$ cat src/design/ntt_pkg.sv
package ntt_pkg;

    // coefficient width and modulus for Kyber arithmetic
    localparam int COEF_W = 12;
    localparam logic [COEF_W-1:0] NTT_Q = 12'd3329;

    // transform size, eight points over three radix-2 stages
    localparam int NTT_N          = 8;
    localparam int ADDR_W         = 3;
    localparam int NTT_STAGES     = 3;
    localparam int BFLY_PER_STAGE = 4;

    // barrett reduction of a 24 bit product, m = floor(2^24 / q)
    localparam logic [COEF_W:0] BARRETT_M     = 13'd5039;
    localparam int              BARRETT_SHIFT = 2 * COEF_W;

    // wishbone data width and word address map
    // word addresses 0 to 7 are the coefficient slots
    localparam int BUS_DW   = 32;
    localparam int REG_CTRL = 8;

    // powers of the primitive 8th root w = 17^32 mod q = 2580
    // entry k holds w^k, the sequencer indexes it in bit-reversed group order
    localparam logic [3:0][COEF_W-1:0] TWIDDLE_TABLE = {
        12'd3289,
        12'd1729,
        12'd2580,
        12'd1
    };

    typedef enum logic [1:0] {
        NTT_IDLE,
        NTT_ISSUE,
        NTT_DRAIN,
        NTT_DONE
    } ntt_state_e;

    // bit positions in the control/status register
    typedef enum int {
        CTRL_START = 0,
        STAT_DONE  = 1
    } ctrl_bit_e;

    // busy is reported on the same bit that start is written to
    localparam ctrl_bit_e STAT_BUSY = CTRL_START;

endpackage

$ cat src/design/ntt_wb_slave.sv
`timescale 1ns/1ps

module ntt_wb_slave import ntt_pkg::*; (
    input  logic              ntt_clk_i,
    input  logic              ntt_rst_ni,
    input  logic              i_wb_cyc,
    input  logic              i_wb_stb,
    input  logic              i_wb_we,
    input  logic [3:0]        i_wb_adr,
    input  logic [BUS_DW-1:0] i_wb_dat,
    input  logic [COEF_W-1:0] i_bus_rdata,
    input  logic              i_busy,
    input  logic              i_done_pulse,
    output logic [BUS_DW-1:0] o_wb_dat,
    output logic              o_wb_ack,
    output logic              o_wb_err,
    output logic              o_ntt_intr,
    output logic [ADDR_W-1:0] o_bus_addr,
    output logic              o_bus_we,
    output logic [COEF_W-1:0] o_bus_wdata,
    output logic              o_start
);

    logic req;
    logic is_ctrl;
    logic bad_addr;
    logic is_coef;
    logic reject;
    logic sel_ctrl_q;
    logic done_q;

    // a cycle is taken once, the host still holds stb while it sees the response
    assign req = i_wb_cyc & i_wb_stb & ~o_wb_ack & ~o_wb_err;

    assign is_ctrl  = (i_wb_adr == 4'(REG_CTRL));
    assign bad_addr = (i_wb_adr > 4'(REG_CTRL));
    assign is_coef  = ~is_ctrl & ~bad_addr;

    // the engine owns the memory while busy, so coefficient slots are refused
    assign reject = bad_addr | (is_coef & i_busy);

    // the ram sees the address on every cycle and returns read data one clock later
    assign o_bus_addr  = i_wb_adr[ADDR_W-1:0];
    assign o_bus_we    = req & i_wb_we & is_coef & ~i_busy;
    assign o_bus_wdata = i_wb_dat[COEF_W-1:0];

    // a start while busy is dropped but the write is still acknowledged
    assign o_start = req & i_wb_we & is_ctrl & i_wb_dat[CTRL_START] & ~i_busy;

    always_ff @(posedge ntt_clk_i or posedge ntt_rst_ni) begin
        if (ntt_rst_ni) begin
            o_wb_ack   <= 1'b0;
            o_wb_err   <= 1'b0;
            sel_ctrl_q <= 1'b0;
            done_q     <= 1'b0;
        end else begin
            o_wb_ack   <= req & ~reject;
            o_wb_err   <= req & reject;
            sel_ctrl_q <= is_ctrl;
            // a new start clears the previous result flag
            if (o_start) begin
                done_q <= 1'b0;
            end else if (i_done_pulse) begin
                done_q <= 1'b1;
            end
        end
    end

    // read data mux, status word or the coefficient from the ram port
    always_comb begin
        o_wb_dat = '0;
        if (sel_ctrl_q) begin
            o_wb_dat[STAT_BUSY] = i_busy;
            o_wb_dat[STAT_DONE] = done_q;
        end else begin
            o_wb_dat[COEF_W-1:0] = i_bus_rdata;
        end
    end

    // the interrupt line follows the done flag
    assign o_ntt_intr = done_q;

    // a cycle ends with ack or err, never both
    a_ack_err_excl : assert property (@(posedge ntt_clk_i) disable iff (ntt_rst_ni)
        !(o_wb_ack && o_wb_err));

endmodule

$ cat src/design/ntt_coef_ram.sv
`timescale 1ns/1ps

module ntt_coef_ram import ntt_pkg::*; (
    input  logic              ntt_clk_i,
    input  logic              ntt_rst_ni,
    input  logic [ADDR_W-1:0] i_bus_addr,
    input  logic              i_bus_we,
    input  logic [COEF_W-1:0] i_bus_wdata,
    input  logic [ADDR_W-1:0] i_rd_addr_a,
    input  logic [ADDR_W-1:0] i_rd_addr_b,
    input  logic              i_wr_en,
    input  logic [ADDR_W-1:0] i_wr_addr_a,
    input  logic [ADDR_W-1:0] i_wr_addr_b,
    input  logic [COEF_W-1:0] i_wr_data_a,
    input  logic [COEF_W-1:0] i_wr_data_b,
    output logic [COEF_W-1:0] o_bus_rdata,
    output logic [COEF_W-1:0] o_rd_data_a,
    output logic [COEF_W-1:0] o_rd_data_b
);

    logic [COEF_W-1:0] mem [NTT_N];

    // the coefficient slots come up as zero after reset
    always_ff @(posedge ntt_clk_i or posedge ntt_rst_ni) begin
        if (ntt_rst_ni) begin
            for (int i = 0; i < NTT_N; i++) begin
                mem[i] <= '0;
            end
        end else begin
            if (i_bus_we) begin
                mem[i_bus_addr] <= i_bus_wdata;
            end
            // one butterfly result puts both of its words back in place
            if (i_wr_en) begin
                mem[i_wr_addr_a] <= i_wr_data_a;
                mem[i_wr_addr_b] <= i_wr_data_b;
            end
        end
    end

    // registered reads, a read in the same cycle as a write returns the old word
    always_ff @(posedge ntt_clk_i) begin
        o_bus_rdata <= mem[i_bus_addr];
        o_rd_data_a <= mem[i_rd_addr_a];
        o_rd_data_b <= mem[i_rd_addr_b];
    end

    // the bus front end only writes while the engine is idle
    a_no_dual_write : assert property (@(posedge ntt_clk_i) disable iff (ntt_rst_ni)
        !(i_bus_we && i_wr_en));

endmodule

$ cat src/design/ntt_sequencer.sv
`timescale 1ns/1ps

module ntt_sequencer import ntt_pkg::*; (
    input  logic              ntt_clk_i,
    input  logic              ntt_rst_ni,
    input  logic              i_start,
    output logic              o_busy,
    output logic              o_done_pulse,
    output logic [ADDR_W-1:0] o_rd_addr_a,
    output logic [ADDR_W-1:0] o_rd_addr_b,
    output logic              o_valid,
    output logic [COEF_W-1:0] o_twiddle,
    output logic [ADDR_W-1:0] o_addr_a,
    output logic [ADDR_W-1:0] o_addr_b
);

    ntt_state_e        state_q;
    logic [1:0]        stage_q;
    logic [1:0]        bfly_q;
    logic [1:0]        drain_q;
    logic [ADDR_W-1:0] span;
    logic [1:0]        group;
    logic              issue;

    // stage s pairs indices that are 4 >> s apart
    assign span = ADDR_W'(NTT_N / 2) >> stage_q;

    // butterfly group within the stage, one group in stage 0 and four in stage 2
    assign group = bfly_q >> (2'(NTT_STAGES - 1) - stage_q);

    // the group picks the block base and the low butterfly bits pick the slot in it
    assign o_rd_addr_a = (ADDR_W'(group) << (ADDR_W - int'(stage_q)))
                       | (ADDR_W'(bfly_q) & (span - 1'b1));
    assign o_rd_addr_b = o_rd_addr_a | span;

    // one read pair per cycle, only in the issue state
    assign issue = (state_q == NTT_ISSUE);

    assign o_busy       = (state_q != NTT_IDLE);
    assign o_done_pulse = (state_q == NTT_DONE);

    always_ff @(posedge ntt_clk_i or posedge ntt_rst_ni) begin
        if (ntt_rst_ni) begin
            state_q <= NTT_IDLE;
            stage_q <= '0;
            bfly_q  <= '0;
            drain_q <= '0;
        end else begin
            case (state_q)
                NTT_IDLE: begin
                    if (i_start) begin
                        state_q <= NTT_ISSUE;
                        stage_q <= '0;
                        bfly_q  <= '0;
                    end
                end
                NTT_ISSUE: begin
                    // the counter wraps back to zero for the next stage
                    bfly_q <= bfly_q + 2'd1;
                    if (bfly_q == 2'(BFLY_PER_STAGE - 1)) begin
                        state_q <= NTT_DRAIN;
                        drain_q <= '0;
                    end
                end
                NTT_DRAIN: begin
                    // three drain cycles cover the ram read and the two butterfly stages
                    // in the last stage the done cycle stands in for the third one
                    drain_q <= drain_q + 2'd1;
                    if (stage_q == 2'(NTT_STAGES - 1) && drain_q == 2'd1) begin
                        state_q <= NTT_DONE;
                    end else if (drain_q == 2'd2) begin
                        state_q <= NTT_ISSUE;
                        stage_q <= stage_q + 2'd1;
                    end
                end
                default: begin
                    state_q <= NTT_IDLE;
                end
            endcase
        end
    end

    // valid is delayed by one clock to line up with the ram read data
    always_ff @(posedge ntt_clk_i or posedge ntt_rst_ni) begin
        if (ntt_rst_ni) begin
            o_valid <= 1'b0;
        end else begin
            o_valid <= issue;
        end
    end

    // write-back addresses and the twiddle travel with the data
    // the twiddle index is the group number in bit-reversed order
    always_ff @(posedge ntt_clk_i) begin
        o_addr_a  <= o_rd_addr_a;
        o_addr_b  <= o_rd_addr_b;
        o_twiddle <= TWIDDLE_TABLE[{group[0], group[1]}];
    end

    // a stage starts reading only after three cycles without a read,
    // so every result of the stage before is back in the memory
    a_no_read_in_drain : assert property (@(posedge ntt_clk_i) disable iff (ntt_rst_ni)
        $rose(issue) |-> !$past(issue, 2) && !$past(issue, 3));

endmodule

$ cat src/design/ntt_butterfly.sv
`timescale 1ns/1ps

module ntt_butterfly import ntt_pkg::*; (
    input  logic              ntt_clk_i,
    input  logic              ntt_rst_ni,
    input  logic              i_valid,
    input  logic [COEF_W-1:0] i_a,
    input  logic [COEF_W-1:0] i_b,
    input  logic [COEF_W-1:0] i_twiddle,
    input  logic [ADDR_W-1:0] i_addr_a,
    input  logic [ADDR_W-1:0] i_addr_b,
    output logic              o_valid,
    output logic [COEF_W-1:0] o_a,
    output logic [COEF_W-1:0] o_b,
    output logic [ADDR_W-1:0] o_addr_a,
    output logic [ADDR_W-1:0] o_addr_b
);

    logic [2*COEF_W-1:0] prod;
    logic [3*COEF_W:0]   prod_m;
    logic [COEF_W:0]     quot;
    logic [2*COEF_W-1:0] rem;
    logic [COEF_W-1:0]   t_red;
    logic                v1_q;
    logic [COEF_W-1:0]   a1_q;
    logic [COEF_W-1:0]   t1_q;
    logic [ADDR_W-1:0]   addr_a1_q;
    logic [ADDR_W-1:0]   addr_b1_q;
    logic [COEF_W:0]     sum;
    logic [COEF_W:0]     diff;

    // stage 1 forms t = w * b and brings it below q with a barrett estimate
    assign prod   = i_twiddle * i_b;
    assign prod_m = prod * BARRETT_M;
    assign quot   = prod_m[BARRETT_SHIFT +: COEF_W+1];

    // the quotient estimate is low by at most one, so one correction is enough
    assign rem   = prod - (2*COEF_W)'(quot) * (2*COEF_W)'(NTT_Q);
    assign t_red = (rem >= (2*COEF_W)'(NTT_Q)) ? COEF_W'(rem - (2*COEF_W)'(NTT_Q))
                                                : COEF_W'(rem);

    // stage 2 forms a + t and a - t, the difference is taken as a + (q - t)
    assign sum  = {1'b0, a1_q} + {1'b0, t1_q};
    assign diff = {1'b0, a1_q} + {1'b0, NTT_Q - t1_q};

    always_ff @(posedge ntt_clk_i or posedge ntt_rst_ni) begin
        if (ntt_rst_ni) begin
            v1_q    <= 1'b0;
            o_valid <= 1'b0;
        end else begin
            v1_q    <= i_valid;
            o_valid <= v1_q;
        end
    end

    always_ff @(posedge ntt_clk_i) begin
        a1_q      <= i_a;
        t1_q      <= t_red;
        addr_a1_q <= i_addr_a;
        addr_b1_q <= i_addr_b;
        // both sums lie below 2q, so one subtract brings them into [0, q)
        o_a <= (sum >= {1'b0, NTT_Q}) ? COEF_W'(sum - {1'b0, NTT_Q}) : sum[COEF_W-1:0];
        o_b <= (diff >= {1'b0, NTT_Q}) ? COEF_W'(diff - {1'b0, NTT_Q}) : diff[COEF_W-1:0];
        o_addr_a <= addr_a1_q;
        o_addr_b <= addr_b1_q;
    end

    // the memory and the twiddle table only ever hold reduced values
    a_inputs_reduced : assert property (@(posedge ntt_clk_i) disable iff (ntt_rst_ni)
        i_valid |-> (i_a < NTT_Q) && (i_b < NTT_Q) && (i_twiddle < NTT_Q));

endmodule

$ cat src/design/ntt_top.sv
`timescale 1ns/1ps

module ntt_top import ntt_pkg::*; (
    input  logic              ntt_clk_i,
    input  logic              ntt_rst_ni,
    input  logic              i_wb_cyc,
    input  logic              i_wb_stb,
    input  logic              i_wb_we,
    input  logic [3:0]        i_wb_adr,
    input  logic [BUS_DW-1:0] i_wb_dat,
    output logic [BUS_DW-1:0] o_wb_dat,
    output logic              o_wb_ack,
    output logic              o_wb_err,
    output logic              o_ntt_intr
);

    // bus side of the coefficient memory
    logic [ADDR_W-1:0] bus_addr;
    logic              bus_we;
    logic [COEF_W-1:0] bus_wdata;
    logic [COEF_W-1:0] bus_rdata;

    // engine control
    logic start;
    logic busy;
    logic done_pulse;

    // engine read port and butterfly input
    logic [ADDR_W-1:0] rd_addr_a;
    logic [ADDR_W-1:0] rd_addr_b;
    logic [COEF_W-1:0] rd_data_a;
    logic [COEF_W-1:0] rd_data_b;
    logic              bf_in_valid;
    logic [COEF_W-1:0] bf_twiddle;
    logic [ADDR_W-1:0] bf_in_addr_a;
    logic [ADDR_W-1:0] bf_in_addr_b;

    // butterfly result back into the memory
    logic              wr_en;
    logic [ADDR_W-1:0] wr_addr_a;
    logic [ADDR_W-1:0] wr_addr_b;
    logic [COEF_W-1:0] wr_data_a;
    logic [COEF_W-1:0] wr_data_b;

    ntt_wb_slave u_wb_slave (
        .ntt_clk_i    (ntt_clk_i),
        .ntt_rst_ni   (ntt_rst_ni),
        .i_wb_cyc     (i_wb_cyc),
        .i_wb_stb     (i_wb_stb),
        .i_wb_we      (i_wb_we),
        .i_wb_adr     (i_wb_adr),
        .i_wb_dat     (i_wb_dat),
        .i_bus_rdata  (bus_rdata),
        .i_busy       (busy),
        .i_done_pulse (done_pulse),
        .o_wb_dat     (o_wb_dat),
        .o_wb_ack     (o_wb_ack),
        .o_wb_err     (o_wb_err),
        .o_ntt_intr   (o_ntt_intr),
        .o_bus_addr   (bus_addr),
        .o_bus_we     (bus_we),
        .o_bus_wdata  (bus_wdata),
        .o_start      (start)
    );

    ntt_coef_ram u_coef_ram (
        .ntt_clk_i   (ntt_clk_i),
        .ntt_rst_ni  (ntt_rst_ni),
        .i_bus_addr  (bus_addr),
        .i_bus_we    (bus_we),
        .i_bus_wdata (bus_wdata),
        .i_rd_addr_a (rd_addr_a),
        .i_rd_addr_b (rd_addr_b),
        .i_wr_en     (wr_en),
        .i_wr_addr_a (wr_addr_a),
        .i_wr_addr_b (wr_addr_b),
        .i_wr_data_a (wr_data_a),
        .i_wr_data_b (wr_data_b),
        .o_bus_rdata (bus_rdata),
        .o_rd_data_a (rd_data_a),
        .o_rd_data_b (rd_data_b)
    );

    ntt_sequencer u_sequencer (
        .ntt_clk_i    (ntt_clk_i),
        .ntt_rst_ni   (ntt_rst_ni),
        .i_start      (start),
        .o_busy       (busy),
        .o_done_pulse (done_pulse),
        .o_rd_addr_a  (rd_addr_a),
        .o_rd_addr_b  (rd_addr_b),
        .o_valid      (bf_in_valid),
        .o_twiddle    (bf_twiddle),
        .o_addr_a     (bf_in_addr_a),
        .o_addr_b     (bf_in_addr_b)
    );

    ntt_butterfly u_butterfly (
        .ntt_clk_i  (ntt_clk_i),
        .ntt_rst_ni (ntt_rst_ni),
        .i_valid    (bf_in_valid),
        .i_a        (rd_data_a),
        .i_b        (rd_data_b),
        .i_twiddle  (bf_twiddle),
        .i_addr_a   (bf_in_addr_a),
        .i_addr_b   (bf_in_addr_b),
        .o_valid    (wr_en),
        .o_a        (wr_data_a),
        .o_b        (wr_data_b),
        .o_addr_a   (wr_addr_a),
        .o_addr_b   (wr_addr_b)
    );

endmodule

$ cat config.mk
export PLATFORM = sky130hd
export DESIGN_NAME = ntt_top
export DESIGN_NICKNAME = d
export VERILOG_FILES = /design/src/design/ntt_pkg.sv /design/src/design/ntt_wb_slave.sv /design/src/design/ntt_coef_ram.sv /design/src/design/ntt_sequencer.sv /design/src/design/ntt_butterfly.sv /design/src/design/ntt_top.sv
export SDC_FILE = /design/constraint.sdc
export NUM_CORES = 1
export LEC_CHECK = 0
export CORE_MARGIN = 2
export CORE_UTILIZATION = 55
export CTS_CLUSTER_SIZE = 14
export DETAILED_ROUTE_END_ITERATION = 7
export DONT_BUFFER_PORTS = 1
export PLACE_DENSITY = 0.73
export SLEW_MARGIN = 25
export SYNTH_ARGS = -nofsm -noshare
export SYNTH_HDL_FRONTEND = slang
export SYNTH_SLANG_ARGS = --single-unit
$ cat constraint.sdc
create_clock -name ntt_clk_i -period 14.83 [get_ports ntt_clk_i]
set_clock_uncertainty 0.05 [all_clocks]
set_input_delay 0.7415 -clock ntt_clk_i [delete_from_list [all_inputs] [get_ports ntt_clk_i]]
set_output_delay 0.7415 -clock ntt_clk_i [all_outputs]
set_load 0.1 [all_outputs]
==> results.toml <==
[cells_and_area]
n_fill_cell = 3778
diodes = 0
layout-drive-gt1-share_pct = 15.12
fin_nets = 3721
syn2layout_area_growth_pct = 13.85

[floorplanning]
std_cell_rows = 79
die_y_um = 220.1
die_w_um = 220.1
pin_count = 76
dieArea_um2 = 48460
start_util_pct = 55.42
core-area_um2 = 46360

[critical_path]
slowest_delay_ns = 0.58
crit_family = "adder cells"
cp.required_ns = 15.17
crit_top_cell = "fa_1"
crit_buf_inv = 15
worst_setup_path_start_kind = "register"
path_class = "reg2reg"
cp_data_arrival_time_ns = 14.76
setup.worst_path.end_class = "register"
critPathMaxFanout = 6
cp_slowest_cell = "fa_1"

[clocking]
cts.sinks = 219
cts_tree = "built"
cts-buffers-inserted = 25
cts_root_buf = "clkbuf_16"
clkTransAtPathRegs_ns = 0.06
clkLatencyLatePin_ns = 0.55
clockBufferDepth = 3
h-tree-depth = 1

[synthesis]
synth_area_um2 = 25690
yosysSeqAreaShare_pct = 19.23
synth_flop_cell = "dfrtp_1"
synth_edf_count = 0
netlist.area_leader.share_pct = 16.99
synthArstFlopShare_pct = 50.68
synth_common_cells = "inv_1, nand2_1, ha_1"
ys_ff_latch = 219
synth_area_leader_cell = "fa_1"
synth_area_leaders = "fa_1, ha_1, dfrtp_1"
synth_area_per_cell_um2 = 8.429
yosys_warnings = 0
yosysMostFrequentCell = "inv_1"
yosysUniqueCellTypes = 83
netlist_instances = 3048

[grt]
grt_use_total_pct = 32.09
antenna_found_initial = 2
grt_overflow_total = 0
grt_max_degree = 78
grt_pass1_wl_um = 121900
grt_pass1_vias = 22473

[detailed_routing]
drt_iter0_drc = 2472
wl_met1_um = 31480
wl_met2_um = 36640
wl_met3_um = 7610
antenna_left = 0
route.top_layer_used = "met5"
wl_per_cell_um = 20.92
vias = 22678
drc = 12
dr.pass1.iters = 8
vias_per_cell = 6.028
drt-total-wl_um = 78680

[run_status]
violations = "design-rule violations"
status = "finished, violations left"

[run]
cap_violations = 0

[sta]
report.final.slew_viol_count = 0
post-route-period-util_pct = 97.28
timing.final.hold_violations = 0
worst_slew_pin_slew_ns = 1.148
max-slew-margin-rel_pct = 23.00
fmax_mhz = 69.32
period_needed_ns = 14.43
fin_ws_ns = 0.4038
setup_viol = 0

[placed_design]
gp_congestion = 0.9958
post-dp-hpwl_um = 58840
numPortBuffers = 0
pre_cts_slack_ns = -0.4990

[min_path]
min_path_type = "in2async"
==> stage by stage <==
| stage | instance area (um2) | utilization (%) | hold WS (ns) | TNS, ns | instances |
|---|---|---|---|---|---|
| floorplan | 25760 | - | 0.2596 | 0 | 3067 |
| global placement | 27240 | 58.76 | 0.2604 | -3.306 | 3692 |
| detailed placement | 27240 | 58.76 | 0.2621 | -5.351 | 3692 |
| CTS | 28640 | 61.77 | 0.1764 | 0 | 3754 |
| global route | 29250 | 63.10 | 0.2150 | -1.031 | 3762 |
| finish | 29250 | 63.10 | 0.1377 | 0 | 3762 |
==> layout make-up <==
class,count,area [um2],area share [%]
multi-input combinational,2184,19160,65.49
sequential,219,4967,16.98
clock inverter,17,195.2,0.6673
tap,607,759.5,2.596
timing repair buffer,210,1625,5.557
inverter,496,1864,6.374
clock buffer,29,681.9,2.331
==> cells by family after synthesis <==
logic type	after synthesis	synth area share, %
and+or+nand+nor	904	16.11
buffers and inverters	664	10.10
adders and majority gates	545	32.90
AOI/OAI and AO/OA	510	13.68
DFF	219	19.23
xor gates and xnor gates	118	4.023
muxes	87	3.945
other	1	0.01460
==> what timing repair did <==
| action | 4_1_cts | 5_1_grt |
|---|---|---|
| buffers inserted | 15 | 10 |
| hold buffers | 0 | 0 |
| cloned | 1 | 0 |
| setup endpoints to repair | 12 | 12 |
| resized for setup | 80 | 130 |
| pin swaps | 54 | 96 |
==> worst paths after layout <==
check	slack (ns)	start	to	cells past startpoint
setup / recovery	0.40	u_sequencer.o_twiddle[4]	u_butterfly.t1_q[5]	57
hold / removal	0.14	ntt_rst_ni	u_wb_slave.o_ntt_intr	1
setup reg to reg	0.40	u_sequencer.o_twiddle[4]	u_butterfly.t1_q[5]	57
hold reg to reg	0.27	u_coef_ram.o_rd_data_a[8]	u_butterfly.a1_q[8]	0
max in group asynchronous	13.27	ntt_rst_ni	u_coef_ram.mem[53]	2
min in group ntt_clk_i	0.27	u_coef_ram.o_rd_data_a[8]	u_butterfly.a1_q[8]	0
==> per-layer routing <==
metal,vias to the layer above,track usage (%)
met3,223,5.993
met1,10973,42.59
met2,1212,52.75
li1,10268,-
met5,-,0
met4,2,11.05
==> registers in the layout, indices dropped and copies added, names as in the netlist, 3 cells and up <==
register and flops:
u_butterfly.o_a 12, u_butterfly.o_b 12, u_coef_ram.o_rd_data_a 12, u_butterfly.a1_q 12, u_butterfly.addr_b1_q 3, u_sequencer.o_twiddle 6
u_coef_ram.o_bus_rdata 12, u_sequencer.o_addr_a 3, u_butterfly.addr_a1_q 3, u_coef_ram.o_rd_data_b 12, u_sequencer.o_addr_b 3, u_butterfly.o_addr_b 3
u_butterfly.o_addr_a 3, u_butterfly.t1_q 12, u_coef_ram.mem 96
==> cells in the final DEF, fill, tap and decap left out, types with 25 or more instances in the layout <==
cell / n
a21o_1: 25
a21oi_1: 55
a22o_1: 48
a22oi_1: 25
a32oi_1: 40
and2_1: 61
buf_4: 197
clkbuf_16: 26
dfrtp_1: 110
dfxtp_1: 95
fa_1: 210
ha_1: 293
ha_4: 28
inv_1: 465
inv_2: 29
mux2i_1: 63
nand2_1: 436
nand3_1: 150
nor2_1: 95
nor3_1: 28
o21ai_0: 94
o22ai_1: 62
xnor2_1: 66
xor2_1: 35
Power is not shown: default switching activity piles up to over one toggle a cycle in this logic, so the estimate is an artifact.
